### config.mk
export PLATFORM = sky130hd
export DESIGN_NAME = conv_accel_top
export DESIGN_NICKNAME = d
export VERILOG_FILES = /design/src/hdl/conv_pkg.sv /design/src/hdl/conv_accel_top.sv /design/src/hdl/conv_job_fifo.sv /design/src/hdl/conv_job_sequencer.sv /design/src/hdl/conv_regfile.sv /design/src/hdl/conv_axil_slave.sv
export SDC_FILE = /design/constraint.sdc
export NUM_CORES = 2
export LEC_CHECK = 0
export ABC_AREA = 1
export BUFFER_PORTS_ARGS = -buffer_cell sky130_fd_sc_hd__buf_2
export CORE_MARGIN = 3
export CORE_UTILIZATION = 64
export DETAILED_ROUTE_END_ITERATION = 12
export GPL_TIMING_DRIVEN = 0
export MAX_ROUTING_LAYER = met4
export PLACE_DENSITY = 0.81
export SYNTH_ARGS = -nofsm -noshare
export SYNTH_HDL_FRONTEND = slang
export SYNTH_SLANG_ARGS = --single-unit
### constraint.sdc
create_clock -name clk -period 12.6 [get_ports clk]
set_clock_uncertainty 0.1 [all_clocks]
set_input_delay 2.52 -clock clk [delete_from_list [all_inputs] [get_ports clk]]
set_output_delay 2.52 -clock clk [all_outputs]
set_load 0.005 [all_outputs]
### src/hdl/conv_pkg.sv
`default_nettype none

package conv_pkg;

	// Register indices, taken from byte address bits 15:2
	localparam logic [13:0] DATA_WID_IDX         = 14'h101;
	localparam logic [13:0] DATA_HEI_IDX         = 14'h102;
	localparam logic [13:0] DATA_CH_IDX          = 14'h103;
	localparam logic [13:0] FILTER_WID_IDX       = 14'h104;
	localparam logic [13:0] FILTER_HEI_IDX       = 14'h105;
	localparam logic [13:0] FILTER_CH_IDX        = 14'h106;
	localparam logic [13:0] FILTER_OUT_CH_IDX    = 14'h107;
	localparam logic [13:0] STRIDE_VERT_IDX      = 14'h108;
	localparam logic [13:0] DATA_LOAD_MSB_IDX    = 14'h109;
	localparam logic [13:0] DATA_LOAD_LSB_IDX    = 14'h10a;
	localparam logic [13:0] FILTER_LOAD_MSB_IDX  = 14'h10b;
	localparam logic [13:0] FILTER_LOAD_LSB_IDX  = 14'h10c;
	localparam logic [13:0] OUTPUT_SAVE_MSB_IDX  = 14'h10d;
	localparam logic [13:0] OUTPUT_SAVE_LSB_IDX  = 14'h10e;
	localparam logic [13:0] DATA_STATUS_CIN_IDX  = 14'h10f;
	localparam logic [13:0] DATA_STATUS_COUT_IDX = 14'h110;
	localparam logic [13:0] STATUS_IDX           = 14'h111;
	localparam logic [13:0] CTRL_IDX             = 14'h112;

	// Bit positions in the status nibble
	localparam int STAT_IDLE = 0;
	localparam int STAT_BUSY = 1;
	localparam int STAT_DONE = 2;
	localparam int STAT_ERR  = 3;

	typedef struct packed {
		logic [15:0] data_wid;
		logic [15:0] data_hei;
		logic [15:0] data_ch;
		logic [15:0] filter_wid;
		logic [15:0] filter_hei;
		logic [15:0] filter_out_ch;
		logic [7:0]  stride_vert;
		logic [31:0] data_base;
		logic [31:0] filter_base;
		logic [31:0] out_base;
	} conv_cfg_t;

	typedef struct packed {
		logic [15:0] filter_ch;
		logic [15:0] cur_cin;
		logic [15:0] cur_cout;
		logic [3:0]  status;
	} conv_stat_t;

	typedef struct packed {
		logic [31:0] data_addr;
		logic [31:0] filter_addr;
		logic [31:0] out_addr;
		logic [31:0] row_step;
		logic [11:0] cin;
		logic [11:0] cout;
	} conv_job_t;

endpackage

`default_nettype wire
### src/hdl/conv_accel_top.sv
`timescale 1ns/1ps
`default_nettype none

module conv_accel_top import conv_pkg::*; #(
	parameter int FIFO_DEPTH = 4
) (
	input  wire logic        clk,
	input  wire logic        rst,

	// AXI4-Lite configuration port
	input  wire logic [15:0] awaddr,
	input  wire logic        awvalid,
	output logic             awready,
	input  wire logic [31:0] wdata,
	input  wire logic        wvalid,
	output logic             wready,
	output logic             bvalid,
	input  wire logic        bready,
	output logic [1:0]       bresp,
	input  wire logic [15:0] araddr,
	input  wire logic        arvalid,
	output logic             arready,
	output logic             rvalid,
	input  wire logic        rready,
	output logic [31:0]      rdata,
	output logic [1:0]       rresp,

	// Job descriptor output
	output logic             out_valid,
	input  wire logic        out_ready,
	output conv_job_t        out_job
);

	logic        wr_en;
	logic        rd_en;
	logic [13:0] addr;
	logic [15:0] write_data;
	logic [15:0] read_data;
	conv_cfg_t   cfg;
	conv_stat_t  stat;
	logic        start;
	logic        job_valid;
	logic        job_ready;
	conv_job_t   job;

	conv_axil_slave i_conv_axil_slave (
		.clk        (clk),
		.rst        (rst),
		.awaddr     (awaddr),
		.awvalid    (awvalid),
		.awready    (awready),
		.wdata      (wdata),
		.wvalid     (wvalid),
		.wready     (wready),
		.bvalid     (bvalid),
		.bready     (bready),
		.bresp      (bresp),
		.araddr     (araddr),
		.arvalid    (arvalid),
		.arready    (arready),
		.rvalid     (rvalid),
		.rready     (rready),
		.rdata      (rdata),
		.rresp      (rresp),
		.wr_en      (wr_en),
		.rd_en      (rd_en),
		.addr       (addr),
		.write_data (write_data),
		.read_data  (read_data)
	);

	conv_regfile i_conv_regfile (
		.clk        (clk),
		.rst        (rst),
		.wr_en      (wr_en),
		.rd_en      (rd_en),
		.addr       (addr),
		.write_data (write_data),
		.read_data  (read_data),
		.stat       (stat),
		.cfg        (cfg),
		.start      (start)
	);

	conv_job_sequencer i_conv_job_sequencer (
		.clk       (clk),
		.rst       (rst),
		.cfg       (cfg),
		.start     (start),
		.job_ready (job_ready),
		.job_valid (job_valid),
		.job       (job),
		.stat      (stat)
	);

	conv_job_fifo #(
		.FIFO_DEPTH (FIFO_DEPTH)
	) i_conv_job_fifo (
		.clk       (clk),
		.rst       (rst),
		.in_valid  (job_valid),
		.in_ready  (job_ready),
		.in_job    (job),
		.out_valid (out_valid),
		.out_ready (out_ready),
		.out_job   (out_job)
	);

endmodule

`default_nettype wire

### src/hdl/conv_job_fifo.sv
`timescale 1ns/1ps
`default_nettype none

module conv_job_fifo import conv_pkg::*; #(
	parameter int FIFO_DEPTH = 4
) (
	input  wire logic       clk,
	input  wire logic       rst,
	input  wire logic       in_valid,
	output logic            in_ready,
	input  wire conv_job_t  in_job,
	output logic            out_valid,
	input  wire logic       out_ready,
	output conv_job_t       out_job
);

	localparam int AW = (FIFO_DEPTH > 1) ? $clog2(FIFO_DEPTH) : 1;
	localparam int CW = $clog2(FIFO_DEPTH + 1);

	conv_job_t       mem [FIFO_DEPTH];
	logic [AW-1:0]   wr_ptr;
	logic [AW-1:0]   rd_ptr;
	logic [CW-1:0]   count;
	logic            push;
	logic            pop;

	// A full FIFO still takes a job when the head leaves in the same cycle
	assign in_ready  = (count != CW'(FIFO_DEPTH)) || out_ready;
	assign out_valid = (count != '0);
	assign out_job   = mem[rd_ptr];

	assign push = in_valid && in_ready;
	assign pop  = out_valid && out_ready;

	always_ff @(posedge clk) begin
		if (push) begin
			mem[wr_ptr] <= in_job;
		end
	end

	always_ff @(posedge clk or posedge rst) begin
		if (rst) begin
			wr_ptr <= '0;
			rd_ptr <= '0;
			count  <= '0;
		end else begin
			if (push) begin
				wr_ptr <= (wr_ptr == AW'(FIFO_DEPTH - 1)) ? '0 : wr_ptr + 1'b1;
			end
			if (pop) begin
				rd_ptr <= (rd_ptr == AW'(FIFO_DEPTH - 1)) ? '0 : rd_ptr + 1'b1;
			end
			case ({push, pop})
				2'b10:   count <= count + 1'b1;
				2'b01:   count <= count - 1'b1;
				default: ;
			endcase
		end
	end

endmodule

`default_nettype wire

### src/hdl/conv_job_sequencer.sv
`timescale 1ns/1ps
`default_nettype none

module conv_job_sequencer import conv_pkg::*; (
	input  wire logic       clk,
	input  wire logic       rst,
	input  wire conv_cfg_t  cfg,
	input  wire logic       start,
	input  wire logic       job_ready,
	output logic            job_valid,
	output conv_job_t       job,
	output conv_stat_t      stat
);

	logic        busy;
	logic        done;
	logic        err;
	logic [15:0] cin;
	logic [15:0] cout;
	logic [15:0] job_total;

	// Loop bounds and step sizes captured at start
	logic [15:0] n_cin;
	logic [15:0] n_cout;
	logic [31:0] plane_sz;
	logic [31:0] filt_sz;
	logic [31:0] data_base;

	logic last_cin;
	logic last_cout;
	logic xfer;

	assign last_cin  = (cin == n_cin - 16'd1);
	assign last_cout = (cout == n_cout - 16'd1);
	assign xfer      = busy && job_ready;

	// Control and counters
	always_ff @(posedge clk or posedge rst) begin
		if (rst) begin
			busy      <= 1'b0;
			done      <= 1'b0;
			err       <= 1'b0;
			cin       <= '0;
			cout      <= '0;
			job_total <= '0;
		end else if (start && !busy) begin
			done      <= 1'b0;
			cin       <= '0;
			cout      <= '0;
			job_total <= 16'(cfg.data_ch * cfg.filter_out_ch);
			if (cfg.data_ch == 16'd0 || cfg.filter_out_ch == 16'd0) begin
				err  <= 1'b1;
				busy <= 1'b0;
			end else begin
				err  <= 1'b0;
				busy <= 1'b1;
			end
		end else if (xfer) begin
			if (last_cin && last_cout) begin
				// Counters keep the final pair for readback
				busy <= 1'b0;
				done <= 1'b1;
			end else if (last_cin) begin
				cin  <= '0;
				cout <= cout + 16'd1;
			end else begin
				cin <= cin + 16'd1;
			end
		end
	end

	// Address accumulators, advanced once per transferred job
	always_ff @(posedge clk) begin
		if (start && !busy) begin
			n_cin            <= cfg.data_ch;
			n_cout           <= cfg.filter_out_ch;
			plane_sz         <= 32'(cfg.data_wid * cfg.data_hei);
			filt_sz          <= 32'(cfg.filter_wid * cfg.filter_hei);
			data_base        <= cfg.data_base;
			job.data_addr    <= cfg.data_base;
			job.filter_addr  <= cfg.filter_base;
			job.out_addr     <= cfg.out_base;
			job.row_step     <= 32'(cfg.stride_vert * cfg.data_wid);
		end else if (xfer) begin
			// Filters are stored back to back in job order
			job.filter_addr <= job.filter_addr + filt_sz;
			if (last_cin) begin
				job.data_addr <= data_base;
				job.out_addr  <= job.out_addr + plane_sz;
			end else begin
				job.data_addr <= job.data_addr + plane_sz;
			end
		end
	end

	assign job.cin   = cin[11:0];
	assign job.cout  = cout[11:0];
	assign job_valid = busy;

	assign stat.filter_ch         = job_total;
	assign stat.cur_cin           = cin;
	assign stat.cur_cout          = cout;
	assign stat.status[STAT_IDLE] = !busy;
	assign stat.status[STAT_BUSY] = busy;
	assign stat.status[STAT_DONE] = done;
	assign stat.status[STAT_ERR]  = err;

endmodule

`default_nettype wire

### src/hdl/conv_regfile.sv
`timescale 1ns/1ps
`default_nettype none

module conv_regfile import conv_pkg::*; (
	input  wire logic        clk,
	input  wire logic        rst,
	input  wire logic        wr_en,
	input  wire logic        rd_en,
	input  wire logic [13:0] addr,
	input  wire logic [15:0] write_data,
	output logic [15:0]      read_data,
	input  wire conv_stat_t  stat,
	output conv_cfg_t        cfg,
	output logic             start
);

	conv_cfg_t   cfg_q;
	logic [15:0] rd_mux;

	assign cfg = cfg_q;

	// Read-write configuration registers
	always_ff @(posedge clk or posedge rst) begin
		if (rst) begin
			cfg_q <= '0;
		end else if (wr_en) begin
			case (addr)
				DATA_WID_IDX:        cfg_q.data_wid            <= write_data;
				DATA_HEI_IDX:        cfg_q.data_hei            <= write_data;
				DATA_CH_IDX:         cfg_q.data_ch             <= write_data;
				FILTER_WID_IDX:      cfg_q.filter_wid          <= write_data;
				FILTER_HEI_IDX:      cfg_q.filter_hei          <= write_data;
				FILTER_OUT_CH_IDX:   cfg_q.filter_out_ch       <= write_data;
				STRIDE_VERT_IDX:     cfg_q.stride_vert         <= write_data[7:0];
				DATA_LOAD_MSB_IDX:   cfg_q.data_base[31:16]    <= write_data;
				DATA_LOAD_LSB_IDX:   cfg_q.data_base[15:0]     <= write_data;
				FILTER_LOAD_MSB_IDX: cfg_q.filter_base[31:16]  <= write_data;
				FILTER_LOAD_LSB_IDX: cfg_q.filter_base[15:0]   <= write_data;
				OUTPUT_SAVE_MSB_IDX: cfg_q.out_base[31:16]     <= write_data;
				OUTPUT_SAVE_LSB_IDX: cfg_q.out_base[15:0]      <= write_data;
				// Read-only and control indices fall through here
				default: ;
			endcase
		end
	end

	// Start strobe, one cycle after the control write
	always_ff @(posedge clk or posedge rst) begin
		if (rst) begin
			start <= 1'b0;
		end else begin
			start <= wr_en && (addr == CTRL_IDX) && write_data[0];
		end
	end

	always_comb begin
		case (addr)
			DATA_WID_IDX:         rd_mux = cfg_q.data_wid;
			DATA_HEI_IDX:         rd_mux = cfg_q.data_hei;
			DATA_CH_IDX:          rd_mux = cfg_q.data_ch;
			FILTER_WID_IDX:       rd_mux = cfg_q.filter_wid;
			FILTER_HEI_IDX:       rd_mux = cfg_q.filter_hei;
			FILTER_CH_IDX:        rd_mux = stat.filter_ch;
			FILTER_OUT_CH_IDX:    rd_mux = cfg_q.filter_out_ch;
			STRIDE_VERT_IDX:      rd_mux = {8'h00, cfg_q.stride_vert};
			DATA_LOAD_MSB_IDX:    rd_mux = cfg_q.data_base[31:16];
			DATA_LOAD_LSB_IDX:    rd_mux = cfg_q.data_base[15:0];
			FILTER_LOAD_MSB_IDX:  rd_mux = cfg_q.filter_base[31:16];
			FILTER_LOAD_LSB_IDX:  rd_mux = cfg_q.filter_base[15:0];
			OUTPUT_SAVE_MSB_IDX:  rd_mux = cfg_q.out_base[31:16];
			OUTPUT_SAVE_LSB_IDX:  rd_mux = cfg_q.out_base[15:0];
			DATA_STATUS_CIN_IDX:  rd_mux = stat.cur_cin;
			DATA_STATUS_COUT_IDX: rd_mux = stat.cur_cout;
			STATUS_IDX:           rd_mux = {12'h000, stat.status};
			// Control register and unmapped space read zero
			default:              rd_mux = 16'h0000;
		endcase
	end

	// Keep the read bus quiet outside read cycles
	assign read_data = rd_en ? rd_mux : 16'h0000;

endmodule

`default_nettype wire

### src/hdl/conv_axil_slave.sv
`timescale 1ns/1ps
`default_nettype none

module conv_axil_slave (
	input  wire logic        clk,
	input  wire logic        rst,

	// Write address and data
	input  wire logic [15:0] awaddr,
	input  wire logic        awvalid,
	output logic             awready,
	input  wire logic [31:0] wdata,
	input  wire logic        wvalid,
	output logic             wready,

	// Write response
	output logic             bvalid,
	input  wire logic        bready,
	output logic [1:0]       bresp,

	// Read address and data
	input  wire logic [15:0] araddr,
	input  wire logic        arvalid,
	output logic             arready,
	output logic             rvalid,
	input  wire logic        rready,
	output logic [31:0]      rdata,
	output logic [1:0]       rresp,

	// Register access port
	output logic             wr_en,
	output logic             rd_en,
	output logic [13:0]      addr,
	output logic [15:0]      write_data,
	input  wire logic [15:0] read_data
);

	logic wr_acc;
	logic rd_acc;

	// Address and data must arrive together, one outstanding response at a time
	assign wr_acc = awvalid && wvalid && !bvalid;

	// Write wins when both channels show up in the same cycle,
	// since both share the single register address
	assign rd_acc = arvalid && !rvalid && !wr_acc;

	assign awready = wr_acc;
	assign wready  = wr_acc;
	assign arready = rd_acc;

	assign wr_en      = wr_acc;
	assign rd_en      = rd_acc;
	assign addr       = wr_acc ? awaddr[15:2] : araddr[15:2];
	assign write_data = wdata[15:0];

	// Always OKAY
	assign bresp = 2'b00;
	assign rresp = 2'b00;

	always_ff @(posedge clk or posedge rst) begin
		if (rst) begin
			bvalid <= 1'b0;
		end else if (wr_acc) begin
			bvalid <= 1'b1;
		end else if (bready) begin
			bvalid <= 1'b0;
		end
	end

	always_ff @(posedge clk or posedge rst) begin
		if (rst) begin
			rvalid <= 1'b0;
		end else if (rd_acc) begin
			rvalid <= 1'b1;
		end else if (rready) begin
			rvalid <= 1'b0;
		end
	end

	// Upper half of the read word is always zero
	always_ff @(posedge clk) begin
		if (rd_acc) begin
			rdata <= {16'h0000, read_data};
		end
	end

endmodule

`default_nettype wire

==> results.sh <==
export IMPL_grt_max_degree=130
export IMPL_postSynthRegisterBits=1101
export IMPL_r2r_end="i_conv_job_sequencer.plane_sz[27]"
export IMPL_detail_route_iter0_violations=8240
export IMPL_timing_hold_worst_class="register to register"
export IMPL_reg2regPathDepth=21
export IMPL_hold_path_startpoint="i_conv_regfile.cfg[154]"
export IMPL_synth_cell_area_um2=76300
export IMPL_area_sequential_um2=31800
export IMPL_total_power_divided_by_cell_area_nw_per_um2=158
export IMPL_final_max_slew_violation_count=11
export IMPL_row_count=126
export IMPL_synth_enable_flop_cells=840
export IMPL_worst_hold_path_num_cells=0
export IMPL_dr_pass1_iters=9
export IMPL_fin_crit_sh_pct=60.1
export IMPL_postRouteWirelength_um=262000
export IMPL_number_of_global_route_vias_before_repair=61800
export IMPL_post_synth_cell_area_avg_um2=9.00
export IMPL_synth_seq_area_share_pct=41.6
export IMPL_violations="capacitance limit, slew limit"
export IMPL_fin_util_pct=71.0
export IMPL_grt_overflow_total=0
export IMPL_tritoncts="yes"
export IMPL_dr_total_vias=63700
export IMPL_antenna_found_initial=18
export IMPL_ir_drop_v=0.000212
export IMPL_layout_nets=9893
export IMPL_critical_path_max_fanout=11
export IMPL_crit_required_ns=9.98
export IMPL_clock_tree_htree_level_count=3
export IMPL_worstSetupEndpointType="output port"
export IMPL_vias_per_cell=6.06
export IMPL_run_status="finished, violations left"
export IMPL_area_growth_synth_to_final_pct=9.98
export IMPL_grt_setup_unrepaired="no"
export IMPL_tightestPinTransition_ns=1.52
export IMPL_yosysWarnings=0
export IMPL_path_clk_slew_ns=0.06
export IMPL_cap_violations=1
export IMPL_antenna_violating_nets_post_route=0
export IMPL_mostFrequentLayoutCell="sky130_fd_sc_hd__nand2_1"
export IMPL_chipHeight_um=351
export IMPL_dp_cells=10300
export IMPL_static_leakage_nw=38.2
export IMPL_root_buffer="sky130_fd_sc_hd__clkbuf_16"
export IMPL_setup_worst_path_class="register to output port"
export IMPL_drc=0
export IMPL_clock_path_buffers=3
export IMPL_final_setup_tns_ns=0
export IMPL_core_area_um2=118000
export IMPL_cp_start_kind="register"
export IMPL_detailed_place_area_um2=80000
export IMPL_yosys_cell_types_count=60
export IMPL_final_cell_count_no_fill=10500
export IMPL_worstSkewPairLatency_ns=0.78
export IMPL_dominantRegCellSynth="sky130_fd_sc_hd__edfxtp_1"
export IMPL_n_fill_cell=8783
export IMPL_syn_instance_count=8478
export IMPL_post_cts_resized_instances=0
export IMPL_die_w_um=351
export IMPL_wl_per_cell_um=24.9
export IMPL_maxSlewHeadroom_pct=-1.08
export IMPL_max_freq_ghz=0.132
export IMPL_post_route_cell_area_um2=83900
export IMPL_setup_violations_final=0
export IMPL_whs_endpoint="i_conv_job_sequencer.n_cin[2]"
export IMPL_crit_arrival_ns=4.95
export IMPL_min_period_ns=7.57
export IMPL_grt_usage_pct=43.7
export IMPL_port_buffers=217
export IMPL_proportion_of_layout_cells_with_a_drive_suffix_above_1_pct=6.72
export IMPL_initial_core_util_pct=64.5
export IMPL_worstReg2RegStart="i_conv_regfile.cfg[176]"
export IMPL_fraction_of_registers_with_async_set_reset_pct=23.7
export IMPL_clock_sinks=1101
export IMPL_cts_made_buffers=111
export IMPL_hold_viol_final=0
export IMPL_overall_power_consumption_w=0.0132
export IMPL_globalplace_congestion=1.07
export IMPL_reg2reg_setup_slack_ns=5.08
export IMPL_io_pin_count=266
export IMPL_multi_input_area_um2=37700
export IMPL_floorplan_die_area_um2=123000
export IMPL_cts_hold_buf=0
export IMPL_cts_setup_buffers=0
export IMPL_grt_first_pass_wirelength_um=383000
export IMPL_dp_hpwl_um=202000
export IMPL_most_frequent_cells_in_the_layout="sky130_fd_sc_hd__nand2_1 (2150), sky130_fd_sc_hd__inv_1 (1347), sky130_fd_sc_hd__edfxtp_1 (840), sky130_fd_sc_hd__o21ai_0 (624), sky130_fd_sc_hd__nor2_1 (608)"
-- through the flow --
stage	hold slack [ns]	worst slack, ns
final	0.345	5.03
after floorplan	0.323	2.40
after global routing	0.362	4.89
after detailed placement	0.331	5.31
after global placement	0.325	-2.92
after CTS	0.345	5.14
-- power by group --
part | internal [W] | switching, W
Sequential | 0.00502 | 0.000431
Clock | 0.00194 | 0.00153
Combinational | 0.00132 | 0.00299
Total | 0.00828 | 0.00495
-- worst max-delay path by stage --
stage                                         start                                end  cells past startpoint
final                     i_conv_job_fifo.rd_ptr[1]                       out_job[116]                      7
after floorplan                           out_ready          i_conv_job_fifo.mem[0][0]                      4
after global routing      i_conv_job_fifo.rd_ptr[1]                       out_job[116]                      7
after CTS                 i_conv_job_fifo.rd_ptr[1]                       out_job[116]                      7
after global placement                    out_ready        i_conv_job_fifo.mem[0][112]                      5
after detailed placement    i_conv_regfile.cfg[199]  i_conv_job_sequencer.plane_sz[27]                     21
-- synth_stat cells (12+ instances only) --
master	count	area share [%]
sky130_fd_sc_hd__xnor2_1	61	0.70
sky130_fd_sc_hd__fa_1	556	15
sky130_fd_sc_hd__nand4_1	107	0.88
sky130_fd_sc_hd__nor2_1	612	3.0
sky130_fd_sc_hd__a21oi_1	203	1.3
sky130_fd_sc_hd__nand3_1	228	1.5
sky130_fd_sc_hd__ha_1	404	6.6
sky130_fd_sc_hd__clkbuf_1	330	1.6
sky130_fd_sc_hd__o21ai_1	49	0.32
sky130_fd_sc_hd__nor3_1	48	0.31
sky130_fd_sc_hd__o21bai_1	37	0.36
sky130_fd_sc_hd__a21o_1	19	0.19
sky130_fd_sc_hd__a31oi_1	24	0.20
sky130_fd_sc_hd__nand3b_1	20	0.20
sky130_fd_sc_hd__nor2_2	12	0.098
sky130_fd_sc_hd__buf_2	35	0.23
sky130_fd_sc_hd__buf_4	30	0.30
sky130_fd_sc_hd__inv_1	1348	6.6
sky130_fd_sc_hd__dfrtp_1	261	8.6
sky130_fd_sc_hd__nand2_1	2150	11
sky130_fd_sc_hd__buf_1	39	0.19
sky130_fd_sc_hd__nor4_1	17	0.14
sky130_fd_sc_hd__xor2_1	120	1.4
sky130_fd_sc_hd__or2_2	40	0.33
sky130_fd_sc_hd__edfxtp_1	840	33
sky130_fd_sc_hd__o21ai_0	625	4.1
sky130_fd_sc_hd__o22ai_1	145	1.2
-- logic make-up (layout without fill, tap and decap cells) --
kind of cell    Yosys count  count (layout)  synth area share, %
buf+inv                1798            2250                 9.09
compound gates         1162            1162                 8.38
fa+ha+maj               960             960                 21.2
xor+xnor                181             181                 2.08
flops                  1101            1101                 41.6
other cells               1              50              0.00492
simple gates           3275            3275                 17.6
-- critical path, stage by stage (launching register included) --
cell and delay (ns):
sky130_fd_sc_hd__dfrtp_1 0.39, sky130_fd_sc_hd__clkbuf_1 0.41, sky130_fd_sc_hd__clkinv_1 0.50, sky130_fd_sc_hd__clkbuf_1 1.09, sky130_fd_sc_hd__clkbuf_1 1.01, sky130_fd_sc_hd__o21ai_0 0.35
sky130_fd_sc_hd__o22ai_1 0.23, sky130_fd_sc_hd__buf_2 0.18
-- cell type report --
type	count	area share (%)
flip-flops and latches	1101	37.8
inverters	1360	6.10
plain buffers	438	2.19
clock inverters	72	0.987
repair buffers	243	1.98
diodes	22	0.0656
multi-input cells	5606	45.0
clock buffers	137	3.56
well taps	1536	2.29
-- state kept, by name, summed over array words and instances, names as in the netlist, 32 cells and up --
signal	flops
i_conv_regfile.cfg	200
i_conv_job_fifo.mem	576
i_conv_job_sequencer.plane_sz	32
i_conv_job_sequencer.filt_sz	32
i_conv_job_sequencer.job	120
i_conv_job_sequencer.data_base	32
-- metal layers --
layer	up-vias	part of all wire (%)	GRT usage [%]
met5	-	0	-
li1	27900	-	-
met3	928	12	10.7
met4	0	7.3	26.5
met1	30700	36	54.6
met2	4134	44	64.6
Power figures use the tool's default switching activity.
